**src/hw/fetch_pkg.sv**
```systemverilog
////////////////////
// fetch stage package
// address and word types, fixed entry points, selector encodings
// and the item format passed from the prefetch queue to IF-ID
////////////////////

package fetch_pkg;

  // byte address and raw instruction word
  typedef logic [31:0] addr_t;
  typedef logic [31:0] instr_t;
  // index into the vectored interrupt table
  typedef logic [4:0]  vec_idx_t;

  // boot entry sits at this offset above the aligned boot base
  localparam logic [7:0]  BootOffset      = 8'h80;
  // low bits dropped from mtvec and boot base
  localparam int unsigned MtvecAlignBits  = 8;
  // debug module entry points
  localparam addr_t       DmHaltAddr      = 32'h1A11_0800;
  localparam addr_t       DmExceptionAddr = 32'h1A11_0808;
  // every internal interrupt shares the nmi slot
  localparam vec_idx_t    NmiVector       = 5'd31;
  // prefetch queue entries, power of two
  localparam int unsigned FifoDepth       = 2;

  // next pc source
  typedef enum logic [2:0] {
    PC_BOOT,
    PC_JUMP,
    PC_EXC,
    PC_ERET,
    PC_DRET
  } pc_sel_e;

  // handler address source
  typedef enum logic [1:0] {
    EXC_PC_EXC,
    EXC_PC_IRQ,
    EXC_PC_DBD,
    EXC_PC_DBG_EXC
  } exc_pc_sel_e;

  typedef struct packed {
    logic     irq_int;
    vec_idx_t lower_cause;
  } exc_cause_t;

  // one fetched word with its address and bus error
  typedef struct packed {
    addr_t  addr;
    instr_t rdata;
    logic   err;
  } fetch_item_t;

endpackage

```
**src/hw/fetch_target_sel.sv**
```systemverilog
////////////////////
// fetch target select
// forms the exception handler address and picks the next fetch address
////////////////////

`timescale 1ns/10ps

module fetch_target_sel (
  input  fetch_pkg::pc_sel_e     pc_mux_i,
  input  fetch_pkg::exc_pc_sel_e exc_pc_mux_i,
  input  fetch_pkg::exc_cause_t  exc_cause_i,
  input  fetch_pkg::addr_t       boot_addr_i,
  input  fetch_pkg::addr_t       branch_target_ex_i,
  input  fetch_pkg::addr_t       csr_mepc_i,
  input  fetch_pkg::addr_t       csr_depc_i,
  input  fetch_pkg::addr_t       csr_mtvec_i,
  output fetch_pkg::addr_t       branch_addr_o
);
  import fetch_pkg::*;

  addr_t    mtvec_base;
  addr_t    boot_base;
  addr_t    exc_pc;
  vec_idx_t irq_vec;

  // low bits of mtvec and boot address are ignored
  assign mtvec_base = {csr_mtvec_i[31:MtvecAlignBits], {MtvecAlignBits{1'b0}}};
  assign boot_base  = {boot_addr_i[31:MtvecAlignBits], {MtvecAlignBits{1'b0}}};

  // internal interrupts all land on the nmi slot
  assign irq_vec = exc_cause_i.irq_int ? NmiVector : exc_cause_i.lower_cause;

  ////////////////////
  // handler address
  ////////////////////
  always_comb begin
    unique case (exc_pc_mux_i)
      EXC_PC_EXC:     exc_pc = mtvec_base;
      // one word per vector slot
      EXC_PC_IRQ:     exc_pc = mtvec_base + (addr_t'(irq_vec) << 2);
      EXC_PC_DBD:     exc_pc = DmHaltAddr;
      EXC_PC_DBG_EXC: exc_pc = DmExceptionAddr;
      default:        exc_pc = mtvec_base;
    endcase
  end

  ////////////////////
  // next fetch address
  ////////////////////
  always_comb begin
    unique case (pc_mux_i)
      PC_BOOT: branch_addr_o = boot_base + addr_t'(BootOffset);
      PC_JUMP: branch_addr_o = branch_target_ex_i;
      // trap entry
      PC_EXC:  branch_addr_o = exc_pc;
      // return from trap and from debug
      PC_ERET: branch_addr_o = csr_mepc_i;
      PC_DRET: branch_addr_o = csr_depc_i;
      default: branch_addr_o = boot_base + addr_t'(BootOffset);
    endcase
  end

endmodule

```
**src/hw/fetch_buffer.sv**
```systemverilog
////////////////////
// prefetch buffer
// issues in-order word fetches on the req/gnt/rvalid bus and
// queues the returned words for the IF-ID register
////////////////////

`timescale 1ns/10ps

module fetch_buffer (
  input  logic                   clk_i,
  input  logic                   rst_ni,
  input  logic                   req_i,
  input  logic                   branch_i,
  input  fetch_pkg::addr_t       branch_addr_i,
  input  logic                   fetch_ready_i,
  output logic                   fetch_valid_o,
  output fetch_pkg::fetch_item_t fetch_item_o,
  output logic                   busy_o,
  // instruction bus
  output logic                   instr_req_o,
  output fetch_pkg::addr_t       instr_addr_o,
  input  logic                   instr_gnt_i,
  input  logic                   instr_rvalid_i,
  input  fetch_pkg::instr_t      instr_rdata_i,
  input  logic                   instr_bus_err_i
);
  import fetch_pkg::*;

  // bus side control
  logic  req_q, req_d;
  logic  out_q, out_d;
  logic  stale_q, stale_d;
  logic  inflight_next;
  logic  launch;
  // next word to request and the word currently on the bus
  addr_t next_addr_q, next_addr_d;
  addr_t addr_n;
  addr_t req_addr_q;

  // queue storage and pointers
  fetch_item_t                  queue_q [FifoDepth];
  fetch_item_t                  new_item;
  logic [$clog2(FifoDepth)-1:0] wr_ptr_q, rd_ptr_q;
  logic [$clog2(FifoDepth):0]   count_q, count_d;
  logic                         push, pop;

  ////////////////////
  // bus request
  ////////////////////

  // something still on the bus next cycle, either waiting for gnt or for rvalid
  assign inflight_next = req_q | (out_q & ~instr_rvalid_i);

  // a new request only starts on an idle bus with a free queue slot
  assign launch = req_i & ~inflight_next & (count_d < FifoDepth);

  // a branch retargets the next request, words are always aligned
  assign addr_n      = branch_i ? {branch_addr_i[31:2], 2'b00} : next_addr_q;
  assign next_addr_d = launch ? addr_n + 32'd4 : addr_n;

  // hold req until granted, then wait for the single response
  assign req_d = (req_q & ~instr_gnt_i) | launch;
  assign out_d = (req_q & instr_gnt_i) | (out_q & ~instr_rvalid_i);

  // old-path request stays marked until its response has come back
  assign stale_d = inflight_next & (branch_i | stale_q);

  always_ff @(posedge clk_i or negedge rst_ni) begin
    if (!rst_ni) begin
      req_q       <= 1'b0;
      out_q       <= 1'b0;
      stale_q     <= 1'b0;
      next_addr_q <= '0;
      req_addr_q  <= '0;
    end else begin
      req_q       <= req_d;
      out_q       <= out_d;
      stale_q     <= stale_d;
      next_addr_q <= next_addr_d;
      if (launch) begin
        req_addr_q <= addr_n;
      end
    end
  end

  assign instr_req_o  = req_q;
  assign instr_addr_o = req_addr_q;
  assign busy_o       = req_q | out_q;

  ////////////////////
  // instruction queue
  ////////////////////

  // drop stale responses and anything arriving with a branch
  assign push = out_q & instr_rvalid_i & ~stale_q & ~branch_i;
  assign pop  = fetch_valid_o & fetch_ready_i;

  // req_addr_q is unchanged while the response is pending
  assign new_item = '{addr: req_addr_q, rdata: instr_rdata_i, err: instr_bus_err_i};

  always_comb begin
    count_d = count_q;
    if (branch_i) begin
      count_d = '0;
    end else if (push && !pop) begin
      count_d = count_q + 1'b1;
    end else if (pop && !push) begin
      count_d = count_q - 1'b1;
    end
  end

  always_ff @(posedge clk_i or negedge rst_ni) begin
    if (!rst_ni) begin
      wr_ptr_q <= '0;
      rd_ptr_q <= '0;
      count_q  <= '0;
    end else begin
      count_q <= count_d;
      if (branch_i) begin
        // flush
        wr_ptr_q <= '0;
        rd_ptr_q <= '0;
      end else begin
        if (push) begin
          wr_ptr_q <= wr_ptr_q + 1'b1;
        end
        if (pop) begin
          rd_ptr_q <= rd_ptr_q + 1'b1;
        end
      end
    end
  end

  always_ff @(posedge clk_i) begin
    if (push) begin
      queue_q[wr_ptr_q] <= new_item;
    end
  end

  assign fetch_valid_o = (count_q != '0);
  assign fetch_item_o  = queue_q[rd_ptr_q];

  ////////////////////
  // assertions
  ////////////////////

  // requested address is known and word aligned
  a_req_addr_ok: assert property (@(posedge clk_i) disable iff (!rst_ni)
    instr_req_o |-> !$isunknown(instr_addr_o) && (instr_addr_o[1:0] == 2'b00));

  // slot reservation at launch keeps every response inside the queue
  a_no_overflow: assert property (@(posedge clk_i) disable iff (!rst_ni)
    push |-> (count_q < FifoDepth));

endmodule

```
**src/hw/fetch_id_reg.sv**
```systemverilog
////////////////////
// IF-ID register
// merges bus and pmp errors and holds the instruction for decode
////////////////////

`timescale 1ns/10ps

module fetch_id_reg (
  input  logic                   clk_i,
  input  logic                   rst_ni,
  input  logic                   fetch_valid_i,
  input  fetch_pkg::fetch_item_t fetch_item_i,
  input  logic                   id_in_ready_i,
  input  logic                   pc_set_i,
  input  logic                   instr_valid_clear_i,
  input  logic                   pmp_err_if_i,
  output logic                   instr_valid_id_o,
  output logic                   instr_new_id_o,
  output fetch_pkg::instr_t      instr_rdata_id_o,
  output fetch_pkg::addr_t       pc_id_o,
  output logic                   instr_fetch_err_o
);
  import fetch_pkg::*;

  logic transfer;
  logic load;
  logic if_err;
  logic valid_q, valid_d;
  logic new_q;

  // handshake with the prefetch queue
  assign transfer = fetch_valid_i & id_in_ready_i;
  // a pc set in the same cycle squashes the word
  assign load     = transfer & ~pc_set_i;

  // pmp check is done on the address currently in IF
  assign if_err = fetch_item_i.err | pmp_err_if_i;

  // valid stays until decode clears it
  assign valid_d = load | (valid_q & ~instr_valid_clear_i);

  ////////////////////
  // control flops
  ////////////////////
  always_ff @(posedge clk_i or negedge rst_ni) begin
    if (!rst_ni) begin
      valid_q <= 1'b0;
      new_q   <= 1'b0;
    end else begin
      valid_q <= valid_d;
      // one cycle pulse after each accepted word
      new_q   <= load;
    end
  end

  ////////////////////
  // payload
  ////////////////////
  always_ff @(posedge clk_i) begin
    if (load) begin
      instr_rdata_id_o  <= fetch_item_i.rdata;
      pc_id_o           <= fetch_item_i.addr;
      instr_fetch_err_o <= if_err;
    end
  end

  assign instr_valid_id_o = valid_q;
  assign instr_new_id_o   = new_q;

  // a fresh instruction in ID carries a known address, word and error
  a_new_is_known: assert property (@(posedge clk_i) disable iff (!rst_ni)
    instr_new_id_o |-> !$isunknown({pc_id_o, instr_rdata_id_o, instr_fetch_err_o}));

endmodule

```
**src/hw/fetch_stage.sv**
```systemverilog
////////////////////
// instruction fetch stage
// next pc select, prefetch buffer and IF-ID register
////////////////////

`timescale 1ns/10ps

module fetch_stage (
  input  logic                   clk_i,
  input  logic                   rst_ni,
  // control
  input  logic                   req_i,
  input  logic                   pc_set_i,
  input  fetch_pkg::pc_sel_e     pc_mux_i,
  input  fetch_pkg::exc_pc_sel_e exc_pc_mux_i,
  input  fetch_pkg::exc_cause_t  exc_cause_i,
  input  fetch_pkg::addr_t       branch_target_ex_i,
  input  fetch_pkg::addr_t       csr_mepc_i,
  input  fetch_pkg::addr_t       csr_depc_i,
  input  fetch_pkg::addr_t       csr_mtvec_i,
  input  fetch_pkg::addr_t       boot_addr_i,
  output logic                   csr_mtvec_init_o,
  // decode side
  input  logic                   id_in_ready_i,
  input  logic                   instr_valid_clear_i,
  input  logic                   pmp_err_if_i,
  output logic                   instr_valid_id_o,
  output logic                   instr_new_id_o,
  output fetch_pkg::instr_t      instr_rdata_id_o,
  output fetch_pkg::addr_t       pc_id_o,
  output logic                   instr_fetch_err_o,
  output fetch_pkg::addr_t       pc_if_o,
  output logic                   if_busy_o,
  // instruction bus
  output logic                   instr_req_o,
  output fetch_pkg::addr_t       instr_addr_o,
  input  logic                   instr_gnt_i,
  input  logic                   instr_rvalid_i,
  input  fetch_pkg::instr_t      instr_rdata_i,
  input  logic                   instr_bus_err_i
);
  import fetch_pkg::*;

  addr_t       branch_addr;
  fetch_item_t fetch_item;
  logic        fetch_valid;
  logic        fetch_ready;

  // decode ready is the only stall source
  assign fetch_ready = id_in_ready_i;

  // csr file loads mtvec on the boot jump
  assign csr_mtvec_init_o = pc_set_i & (pc_mux_i == PC_BOOT);

  fetch_target_sel i_target_sel (
    .pc_mux_i           (pc_mux_i),
    .exc_pc_mux_i       (exc_pc_mux_i),
    .exc_cause_i        (exc_cause_i),
    .boot_addr_i        (boot_addr_i),
    .branch_target_ex_i (branch_target_ex_i),
    .csr_mepc_i         (csr_mepc_i),
    .csr_depc_i         (csr_depc_i),
    .csr_mtvec_i        (csr_mtvec_i),
    .branch_addr_o      (branch_addr)
  );

  fetch_buffer i_fetch_buffer (
    .clk_i           (clk_i),
    .rst_ni          (rst_ni),
    .req_i           (req_i),
    .branch_i        (pc_set_i),
    .branch_addr_i   (branch_addr),
    .fetch_ready_i   (fetch_ready),
    .fetch_valid_o   (fetch_valid),
    .fetch_item_o    (fetch_item),
    .busy_o          (if_busy_o),
    .instr_req_o     (instr_req_o),
    .instr_addr_o    (instr_addr_o),
    .instr_gnt_i     (instr_gnt_i),
    .instr_rvalid_i  (instr_rvalid_i),
    .instr_rdata_i   (instr_rdata_i),
    .instr_bus_err_i (instr_bus_err_i)
  );

  // address of the word waiting at the head of the queue
  assign pc_if_o = fetch_item.addr;

  fetch_id_reg i_id_reg (
    .clk_i               (clk_i),
    .rst_ni              (rst_ni),
    .fetch_valid_i       (fetch_valid),
    .fetch_item_i        (fetch_item),
    .id_in_ready_i       (id_in_ready_i),
    .pc_set_i            (pc_set_i),
    .instr_valid_clear_i (instr_valid_clear_i),
    .pmp_err_if_i        (pmp_err_if_i),
    .instr_valid_id_o    (instr_valid_id_o),
    .instr_new_id_o      (instr_new_id_o),
    .instr_rdata_id_o    (instr_rdata_id_o),
    .pc_id_o             (pc_id_o),
    .instr_fetch_err_o   (instr_fetch_err_o)
  );

endmodule

```
**config.mk**
```make
export PLATFORM = sky130hd
export DESIGN_NAME = fetch_stage
export DESIGN_NICKNAME = d
export VERILOG_FILES = /design/src/hw/fetch_pkg.sv /design/src/hw/fetch_target_sel.sv /design/src/hw/fetch_buffer.sv /design/src/hw/fetch_id_reg.sv /design/src/hw/fetch_stage.sv
export SDC_FILE = /design/constraint.sdc
export NUM_CORES = 1
export LEC_CHECK = 0
export ABC_AREA = 1
export BUFFER_PORTS_ARGS = -buffer_cell sky130_fd_sc_hd__buf_4
export CAP_MARGIN = 0
export CORE_ASPECT_RATIO = 1.25
export CORE_MARGIN = 2
export CORE_UTILIZATION = 49
export CTS_BUF_LIST = sky130_fd_sc_hd__clkbuf_8
export DETAILED_ROUTE_END_ITERATION = 8
export GPL_ROUTABILITY_DRIVEN = 0
export HOLD_SLACK_MARGIN = 0.12
export PLACE_DENSITY = 0.77
export SKIP_LAST_GASP = 1
export SYNTH_ARGS = -nofsm -noshare
export SYNTH_HDL_FRONTEND = slang
export SYNTH_SLANG_ARGS = --single-unit
```
**constraint.sdc**
```tcl
create_clock -name clk_i -period 5.14 [get_ports clk_i]
set_clock_uncertainty 0.15 [all_clocks]
set_input_delay 1.028 -clock clk_i [delete_from_list [all_inputs] [get_ports clk_i]]
set_output_delay 1.028 -clock clk_i [all_outputs]
set_load 0.02 [all_outputs]
```
==> results.md, run 1 <==
- Outcome: finished clean
- Max-Cap Viols: 0
- Syn_area_per_cell: slightly below 10 um^2
- Via count: roughly 9500
- CTS Buf Count: 39
- H-tree depth: 2
- Worst Tran Pin Value: between 0.9 and 1 ns
- Register area share after synthesis: between 60% and 70%
- Setup bufs post-CTS: 0
- Cell Rows: between 60 and 70
- CP startpoint kind: input pin
- DP Area: between 10000 and 15000 um^2
- Ant. Diodes: 0
- Drt wl/cell: around 16 um
- CP dominant cell by count: nand2_2
- Top cell type's share of synthesized area: a little under half
- I/O Buffers: about 320
- Core area: 24580 um^2
- Num ports: approximately 350
- Global-route wire length before repair: between 40 and 50 mm
- Gr busiest metal: met2
- Static Leak: between 6 and 7 nW
- Clock Latency Late Sink: approximately 0.51 ns
- Number of global-route vias before repair: 9325
- Pin count of the biggest net entering global routing: 74
- GRT overflow: 0
- Yosys warnings: 0
- Commonest non-fill, non-tap cell in the layout: nand2_1
- Final setup viols: 0
- Final Hold Violating Endpoints: 0
- Reg clk slew, reported paths: roughly 0.060 ns
- Drt first-iter violations: between 400 and 500
- Cell area after layout: 15470 um^2
- Critical Path, Cell by Cell: buf_4 -> inv_2 -> nand2_2 -> nor2_4 -> nand3_1 -> nand4_1 -> nand2_2 -> nand2_2 -> ha_1 -> nand2_1 -> nor2_2 -> nand4_1 -> nor3_1 -> nor2_1
- Worst slew margin: between 30% and 40%
- Peak VDD IR: a little over 0.2 mV
- Worst Path Arrival: between 3 and 4 ns
- Top FF cell, synth: edfxtp_1
- Critical Path End Type: register
- Area leader, netlist: edfxtp_1
- Asr flop ratio synth: a little over a quarter
- RSZ-0062 raised after global routing: false
- Net Count, Synth: about 1500
- Layout cells sized above 1: 28.99%
- Max stage delay on crit path: between 0.4 and 0.5 ns
- WS Path Type: in -> reg
- CTS Sinks: about 270
- Initial Utilization: about half
- Max-slew violations: 0
- Worst hold path type: reg -> reg
- Die Y: approximately 180 um
- Gr usage total: 22.61%
- CTS tree: done
- Met3 usage: 3.712%
- Longest Clk Path Bufs: 3
- CP required: 5.39 ns
- Post_cts resized: 0
- Met2 Usage GRT: roughly two fifths
- Post-CTS Hold Buffers: 0
- EDFF count, synth: just under 200
- GR Util met1: between 20 and 30%
- Most frequent cells in the layout: nand2_1 (512), buf_4 (334), edfxtp_1 (195), nor2_1 (92), nand3_1 (75)
- PwrDens: roughly 400 nW/um^2
- Die X: 145.8 um
- Die footprint: 26420 um^2
- Vias per Instance: about 5
- Slowest cell on the critical path: nor2_4
- Max Freq: a little under 300 MHz
- DR pass1 iterations: 5
- Crit-path max FO: 23
- Synthesis-to-finish area growth: 25.67%
- Final min period: ~3.4 ns
- Residual DRC count: 0
- Distinct cells, synth: 40
- Detailed Route WL: roughly 30 mm
- Clock root buffer: clkbuf_8
- Crit share post-route: 66.78%
- Antenna viol nets, final: 0
- Synth Cell Area: 12310 um^2
- Post-Synthesis Cells: around 1300
- Setup_tns: 0 ns
- Number of antenna violations at the first check in global routing: 0
- NumNets Final: 1769
- Ranking of synthesized cells by area: edfxtp_1 (48%), nand2_1 (16%), dfrtp_1 (15%), nand3_1 (3.0%), nor2_1 (2.9%)
- Detailed Place HPWL: 22.46 mm
- Synth Register Bits: about 270
==> where the power goes <==
part           leakage, nW  switching (mW)  internal, mW  total (mW)
Sequential            2.70           0.198          2.72        2.92
Clock                0.411           0.751         0.840        1.59
Combinational         3.89            1.05         0.607        1.66
==> cell usage after synthesis (2+ instances only) <==
cell      count
nor3_1        8
or2_2         5
a22oi_1       2
o22ai_1       5
nand2_4       3
edfxtp_1    195
nand4_1      23
nor2_4        7
inv_1        63
nand3_1      75
o21ai_1       4
clkbuf_1     22
dfrtp_1      73
buf_6         6
nor2_2       15
buf_2         7
o21ai_0      19
buf_8         3
nand3_2      20
buf_1         7
ha_1          2
buf_4        36
xor2_1       13
nand2_2      10
a21oi_1       5
a31oi_1       6
nor2_1       94
xnor2_1       3
nand3b_1      2
nand2_1     512
inv_2         6
==> cell type report <==
cell class                 count  area (um^2)
fill                        2042         9111
clock inverter                26        163.9
clock buffer                  41        564.3
multi-input combinational    841         3875
sequential                   268         7684
tap                          330        412.9
timing repair buffer         334         2507
inverter                      70        265.3
==> per-layer routing <==
layer | vias to the layer above | share of wire (%)
met5 | - | 0
met4 | 0 | 4.2
met3 | 82 | 6.4
met2 | 409 | 50
met1 | 4343 | 39
li1 | 4691 | -
==> per-stage QoR <==
stage / total power [mW] / hold WS [ns] / setup WS, ns / utilization [%] / instances
2_1_floorplan: 3.934 / 0.3093 / 0.1695 / - / 1260
3_3_place_gp: 4.589 / 0.3190 / 1.306 / 59.98 / 1843
3_5_place_dp: 4.638 / 0.3196 / 1.211 / 59.98 / 1843
4_1_cts: 6.226 / 0.3401 / 1.755 / 62.94 / 1910
5_1_grt: 6.471 / 0.3608 / 1.549 / 62.94 / 1910
6_report: 6.168 / 0.3428 / 1.708 / 62.94 / 1910
==> registers in the layout, summed over array words and instances, names as in the netlist <==
register                     flops
i_fetch_buffer.count_q           2
i_id_reg.pc_id_o                32
i_fetch_buffer.wr_ptr_q          1
i_id_reg.instr_fetch_err_o       1
i_fetch_buffer.next_addr_q      32
i_fetch_buffer.queue_q         130
i_fetch_buffer.instr_addr_o     32
i_fetch_buffer.instr_req_o       1
i_fetch_buffer.rd_ptr_q          1
i_id_reg.instr_new_id_o          1
i_id_reg.instr_rdata_id_o       32
i_fetch_buffer.out_q             1
i_fetch_buffer.stale_q           1
i_id_reg.instr_valid_id_o        1
==> logic make-up after synthesis <==
logic type / synth area share, %
flops: 62.40
compound gates: 2.226
simple gates: 27.60
fa+ha+maj: 0.2032
buf+inv: 6.433
xor+xnor: 1.138
==> critical path, delay by kind of cell <==
kind                     cells  cell delay [ns]
adder cells (fa/ha/maj)      1             0.20
buffers and inverters        2             0.48
AND/OR/NAND/NOR             11             1.94
==> path summary, 6_finish.rpt <==
path | startpoint | to | slack, ns | cells after the start
max | pc_mux_i[2] | i_fetch_buffer.next_addr_q[20] | 1.71 | 14
min | i_fetch_buffer.next_addr_q[0] | i_fetch_buffer.next_addr_q[0] | 0.34 | 2
max reg2reg | i_fetch_buffer.count_q[0] | i_fetch_buffer.next_addr_q[20] | 2.17 | 14
min reg2reg | i_fetch_buffer.next_addr_q[0] | i_fetch_buffer.next_addr_q[0] | 0.34 | 2
max in group asynchronous | rst_ni | i_fetch_buffer.rd_ptr_q | 3.67 | 1
min in group asynchronous | rst_ni | i_id_reg.instr_new_id_o | 0.50 | 1
Power figures use the tool's default switching activity.
==> run 2: changes to the inputs <==
ABC_AREA = 0   (was 1)
clock period = 3 ns   (was 5.14 ns; I/O delays follow)
==> run 2 against run 1 <==
Net effect:
- count of clock-buffer cells in the layout up 1
- largest power group unchanged
- synthesized area decreased by 3.1%
- global-route usage rose by 0.42 points
- combinational power is 96% higher
- power rose by 79%
- final area grew 5.8%
- wire length shrank 0.86%
- highest routed layer unchanged
- hold slack got worse by 0.18 ns
- critical path type unchanged
- final cell count shrank 15%
- non-clock buffer count is 137 higher
- die area is 3.0% lower
==> results.md, run 2 <==
- CP startpoint kind: input pin
- Via count: 8570 (-10%)
- Initial Utilization: 50.14% (+0.055 points)
- Synth Cell Area: 11940 um^2 (-3.1%)
- Clock root buffer: clkbuf_8
- H-tree depth: 2 (unchanged)
- Worst slew margin: 38.04% (+1.4 points)
- WS Path Type: in -> reg
- Setup bufs post-CTS: 0 (unchanged)
- Post-Synthesis Cells: 848 (-33%)
- Final hold slack: 0.1585 ns (-0.1842 ns)
- Net Count, Synth: 1063 (-28%)
- DR pass1 iterations: 4 (-1)
- Area leader, netlist: edfxtp_1
- Layout cells sized above 1: 45.13% (+16 points)
- Most frequent cells in the layout: buf_4 (425), edfxtp_1 (195), mux2_2 (74), dfrtp_1 (72), clkbuf_8 (42)
- Final Hold Violating Endpoints: 0 (unchanged)
- Max stage delay on crit path: 0.40 ns (-0.04 ns)
- Yosys warnings: 0 (unchanged)
- Drt wl/cell: 18.36 um (+16%)
- PwrDens: 674.8 nW/um^2 (+69%)
- Worst Tran Pin Value: 0.9294 ns (-0.02073 ns)
- Detailed Place HPWL: 22.15 mm (-1.4%)
- Global-route wire length before repair: 45.50 mm (-3.8%)
- Top post-synthesis cells by count: edfxtp_1 (195), mux2_2 (74), dfrtp_1 (73), o21ai_0 (42), nand2_1 (39)
- Worst Path Arrival: 3.08 ns (-0.60 ns)
- Core area: 23810 um^2 (-3.2%)
- Cell Rows: 63 (-1.6%)
- Antenna viol nets, final: 0 (unchanged)
- Vias per Instance: 5.264 (+5.6%)
- Syn_area_per_cell: 14.07 um^2 (+44%)
- Reg clk slew, reported paths: 0.06 ns (about the same)
- Peak VDD IR: 0.3034 mV (+46%)
- Detailed Route WL: 29.89 mm (-0.86%)
- NumNets Final: 1491 (-16%)
- Post_cts resized: 0 (unchanged)
- Final setup viols: 0 (unchanged)
- Die footprint: 25630 um^2 (-3.0%)
- Final min period: roughly 2.8 ns
- Finished Layout Cells: 1628 (-15%)
- Static Leak: 6.617 nW (-5.4%)
- Drt first-iter violations: 431 (-4.6%)
- Crit-path max FO: 13 (-43%)
- CP dominant cell by count: buf_4
- Max-Cap Viols: 0 (unchanged)
- EDFF count, synth: 195 (unchanged)
- CP required: 3.28 ns (-2.11 ns)
- Ant. Diodes: 0 (unchanged)
- CTS Sinks: 268 (unchanged)
- Cells after DPL: 1526 (-17%)
- Crit share post-route: ~93%
- Number of antenna violations at the first check in global routing: 0 (unchanged)
- I/O Buffers: 324 (unchanged)
- CTS Buf Count: 38 (-2.6%)
- Worst hold path type: in -> reg
- Max-slew violations: 0 (unchanged)
- Synthesis-to-finish area growth: 37.18%
- Largest register by flop count: i_fetch_buffer.queue_q
- Num ports: 347 (unchanged)
- Critical Path End Type: register
- Distinct cells, synth: 82 (+110%)
- Top cell type's share of synthesized area: 49.06% (+1.5 points)
- Commonest non-fill, non-tap cell in the layout: buf_4
- Top-count cell post-synth: edfxtp_1
- Max Freq: between 300 and 400 MHz
- Gr usage total: 23.03% (+0.42 points)
- Slowest cell on the critical path: nor3_1
- Synth Register Bits: 268 (unchanged)
- Asr flop ratio synth: 27.24% (unchanged)
- RSZ-0062 raised after global routing: false
- Critical Path, Cell by Cell: buf_4 -> buf_4 -> o21a_1 -> nor3_1 -> buf_4 -> a22oi_1 -> or3_1 -> or3_1 -> nor4_2 -> xor2_1
- Post-CTS Hold Buffers: 32 (+32)
- CTS tree: done
- Longest Clk Path Bufs: 3 (unchanged)
- GRT overflow: 0 (unchanged)
- Residual DRC count: 0 (unchanged)
- Outcome: finished clean
- Register area share after synthesis: 64.37% (+2.0 points)
- Top FF cell, synth: edfxtp_1
- Number of global-route vias before repair: 8642 (-7.3%)
- Ranking of synthesized cells by area: edfxtp_1 (49%), dfrtp_1 (15%), mux2_2 (7.0%), buf_4 (2.3%), mux2i_1 (1.8%)
- Die Y: 178.5 um (-1.5%)
- Pin count of the biggest net entering global routing: 74 (unchanged)
- Die X: 143.6 um (-1.5%)
- Max reg flops: 130 (unchanged)
- Clock Latency Late Sink: 0.51 ns (about the same)
==> run 2: critical path: cells and delay by family <==
| kind | cells | cell delay [ns] |
|---|---|---|
| and+or+nand+nor | 4 | 1.44 |
| AOI/OAI and AO/OA | 2 | 0.34 |
| xor gates and xnor gates | 1 | 0.18 |
| buffers and inverters | 3 | 0.52 |
==> run 2: area by class of cell <==
class	instances	area, um^2
Sequential cell	268	7684
Fill cell	1754	7432
Timing Repair Buffer	471	3761
Multi-Input combinational cell	486	3750
Clock buffer	42	578.1
Tap cell	325	406.6
Clock inverter	25	152.6
Inverter	11	41.29
==> run 2: cell families after synthesis <==
kind of cell,synth area share [%]
xor+xnor,2.275
fa+ha+maj,0.2096
compound gates,9.299
simple gates,10.34
buf+inv,4.686
flops,64.37
mux,8.827
==> run 2: metrics by stage <==
step | utilization [%] | power [mW] | worst slack (ns) | setup TNS (ns) | cell area, um^2
2_1_floorplan | - | 6.949 | -0.04363 | -0.2908 | 11990
3_3_place_gp | 64.24 | 8.316 | -0.2430 | -3.640 | 15290
3_5_place_dp | 64.24 | 8.404 | -0.2833 | -4.888 | 15290
4_1_cts | 68.65 | 11.16 | 0.1589 | 0 | 16340
5_1_grt | 68.78 | 11.59 | 0.07431 | 0 | 16370
6_report | 68.78 | 11.05 | 0.2018 | 0 | 16370
==> run 2: path summary, 6_finish.rpt <==
check / start / end / slack (ns) / cells after the start
min in group asynchronous: rst_ni / i_fetch_buffer.instr_req_o / 0.59 / 2
min reg2reg: i_fetch_buffer.instr_addr_o[23] / i_fetch_buffer.queue_q[1][56] / 0.35 / 0
max reg2reg: i_fetch_buffer.count_q[1] / i_fetch_buffer.next_addr_q[9] / 0.40 / 9
max: pc_mux_i[1] / i_fetch_buffer.next_addr_q[25] / 0.20 / 10
min: instr_rdata_i[5] / i_fetch_buffer.queue_q[1][6] / 0.16 / 1
max in group asynchronous: rst_ni / i_fetch_buffer.rd_ptr_q / 1.43 / 2
==> run 2: power breakdown <==
group | internal [mW] | switching, mW
Clock | 1.46 | 1.25
Combinational | 1.53 | 1.72
Sequential | 4.69 | 0.399
Total | 7.68 | 3.37
==> run 2: routing by layer <==
layer / vias to the layer above / global-route usage (%) / wire (um)
li1: 4069 / - / -
met1: 4079 / 27.38 / 11440
met2: 353 / 41.79 / 15670
met3: 69 / 3.275 / 1691
met4: 0 / 9.273 / 1088
met5: - / 0 / 0
==> run 3: changes to the inputs <==
CORE_ASPECT_RATIO = 1.5   (was 1.25)
SYNTH_HIERARCHICAL = 1   (was default)
==> run 3 against run 2 <==
Net effect:
- synthesized cell count unchanged
- via count is 2.5% higher
- sequential share of layout area is 0.41 points lower
- utilization increased by 0.79 points
- non-clock buffer count shrank 17
- sequential cell count did not move
- synthesized area down 0.57%
==> results.md, run 3 <==
- Outcome: finished clean
- Global-route wire length before repair: 46.24 mm (+1.6%)
- Initial Utilization: 49.99% (-0.15 points)
- DR pass1 iterations: 5 (+1)
- Crit-path max FO: 9 (-4)
- Antenna viol nets, final: 0 (unchanged)
- Cells after DPL: 1535 (+0.59%)
- R2r worst-path depth: 8 (-1)
- Reg-to-reg slack, setup: 0.46 ns (+0.06 ns)
- Met3 usage: 3.331% (+0.055 points)
- Clock root buffer: clkbuf_8
- Largest register by flop count: i_fetch_buffer/queue_q
- Max reg flops: 130 (unchanged)
- RSZ-0062 raised after global routing: false
- Worst hold path type: in -> reg
- Vias per Instance: 5.386 (+2.3%)
- Pin count of the biggest net entering global routing: 67 (-9.5%)
- Final min period: 2.939 ns (+0.1412 ns)
- Via count: 8784 (+2.5%)
- Gr usage total: 23.14% (+0.12 points)
- NumNets Final: 1504 (+0.87%)
- Ant. Diodes: 0 (unchanged)
- Number of global-route vias before repair: 9136 (+5.7%)
- Static Leak: 6.655 nW (+0.58%)
- Clock Latency Late Sink: 0.51 ns (about the same)
- CP startpoint kind: input pin
- Num ports: 347 (unchanged)
- Longest Clk Path Bufs: 3 (unchanged)
- Max Freq: 340.2 MHz (-4.8%)
- CTS Sinks: 268 (unchanged)
- Peak VDD IR: 0.4157 mV (+37%)
- Worst Tran Pin Value: 0.6579 ns (-0.2715 ns)
- H-tree depth: 2 (unchanged)
- I/O Buffers: 324 (unchanged)
- Die X: 131.1 um (-8.7%)
- Most frequent cells in the layout: buf_4 (406), edfxtp_1 (195), nand2_1 (72), dfrtp_1 (72), mux2_2 (70)
- Worst Path Arrival: 3.18 ns (+0.10 ns)
- Number of antenna violations at the first check in global routing: 0 (unchanged)
- Met2 Usage GRT: 43.06% (+1.3 points)
- CTS tree: done
- Drt first-iter violations: 461 (+7.0%)
- Synthesis-to-finish area growth: 39.17%
- Hold depth: 1 (unchanged)
- Fillers: 1713 (-2.3%)
- Final hold slack: 0.1535 ns (-0.005029 ns)
- Synth Cell Area: 11870 um^2 (-0.57%)
- PwrDens: 671.5 nW/um^2 (-0.50%)
- GR Util met1: 26.18% (-1.2 points)
- Syn_area_per_cell: 13.99 um^2 (-0.57%)
- Residual DRC count: 0 (unchanged)
- GRT overflow: 0 (unchanged)
- Reg clk slew, reported paths: 0.07 ns (about the same)
- Die footprint: 25510 um^2 (-0.48%)
- Commonest non-fill, non-tap cell in the layout: buf_4
- Critical Path End Type: register
- Cell area after layout: 16520 um^2 (+0.87%)
- Gr busiest metal: met2
- Finished Layout Cells: 1631 (+0.18%)
- Net Count, Synth: 1063 (unchanged)
- Layout cells sized above 1: 44.13% (-1.0 points)
- Worst reg2reg startpoint: i_fetch_buffer/count_q[1]
- Area occupied by multi-input gates: 4010 um^2 (+6.9%)
- Post-Synthesis Cells: 848 (unchanged)
- Worst slew margin: 56.14% (+18 points)
- CP required: 3.24 ns (-0.04 ns)
- Crit share post-route: 97.98% (+4.7 points)
- Worst reg2reg endpoint: i_fetch_buffer/instr_addr_o[0]
- Max-Cap Viols: 0 (unchanged)
- Max-slew violations: 0 (unchanged)
- Min-Delay Endpoint: i_fetch_buffer/queue_q[0][20]
- Sequential cell area: 7684 um^2 (unchanged)
- Cell Rows: 69 (+9.5%)
- Drt wl/cell: 18.26 um (-0.57%)
- Fin util: 69.57% (+0.79 points)
- Detailed Route WL: 29.78 mm (-0.38%)
- Final Hold Violating Endpoints: 0 (unchanged)
- Detailed Place HPWL: 21.72 mm (-1.9%)
- CTS Buf Count: 37 (-2.6%)
- Core area: 23740 um^2 (-0.27%)
- Hold Crit Start: instr_rdata_i[19]
- DP Area: 15390 um^2 (+0.66%)
- Die Y: 194.6 um (+9.0%)
- Final setup viols: 0 (unchanged)
- Yosys warnings: 6 (+6)
- WS Path Type: in -> reg
run 3: critical path: stages:
cell      delay (ns)
buf_6           0.13
buf_12          0.14
buf_8           0.13
a221o_1         0.33
a221oi_2        0.31
buf_4           0.20
nand3_4         0.07
a222oi_1        0.36
nand4_1         0.28
nor4_2          0.34
xnor2_1         0.18
mux2i_1         0.09
run 3: how the worst max path moves through the flow:
| stage | from | to | slack [ns] | depth (start not counted) |
|---|---|---|---|---|
| floorplan | pc_mux_i[1] | i_fetch_buffer/next_addr_q[26] | -0.08 | 13 |
| global placement | pc_mux_i[2] | i_fetch_buffer/next_addr_q[31] | -0.38 | 12 |
| detailed placement | pc_mux_i[2] | i_fetch_buffer/next_addr_q[29] | -0.46 | 12 |
| CTS | pc_mux_i[0] | i_fetch_buffer/next_addr_q[29] | 0.08 | 12 |
| global route | pc_mux_i[1] | i_fetch_buffer/next_addr_q[29] | 0.001 | 12 |
| finish | pc_mux_i[1] | i_fetch_buffer/next_addr_q[29] | 0.06 | 12 |
run 3: layout make-up:
| cell class | instances | share of cell area (%) |
|---|---|---|
| Sequential cell | 268 | 46.52 |
| Multi-Input combinational cell | 510 | 24.28 |
| Timing Repair Buffer | 454 | 22.23 |
| Clock buffer | 39 | 3.250 |
| Tap cell | 319 | 2.417 |
| Clock inverter | 23 | 0.8864 |
| Inverter | 18 | 0.4091 |
run 3: what timing repair did:
action,in CTS,in global routing
setup endpoints to repair,0,8
hold endpoints to repair,96,0
hold buffers,30,0
resized for setup,0,19
setup buffers,0,3
run 3: power breakdown:
group | total (mW) | internal [mW] | switching [mW] | leakage [nW]
clock network | 2.61 | 1.37 | 1.24 | 0.405
logic | 3.40 | 1.57 | 1.84 | 3.57
registers | 5.07 | 4.71 | 0.367 | 2.68
total | 11.1 | 7.65 | 3.44 | 6.66
run 3: routing by layer:
metal,share of wire [%],vias up
met5,0,-
met4,3.1,0
met3,5.8,63
met2,54,351
met1,37,4233
li1,-,4137
run 3: per-stage QoR:
step | TNS [ns] | total power [mW] | setup WS [ns]
after floorplan | -0.2818 | 6.939 | -0.08423
after global placement | -4.508 | 8.412 | -0.3768
after detailed placement | -5.818 | 8.509 | -0.4633
after CTS | 0 | 11.17 | 0.08184
after global routing | 0 | 11.63 | 0.001308
final | 0 | 11.09 | 0.06058
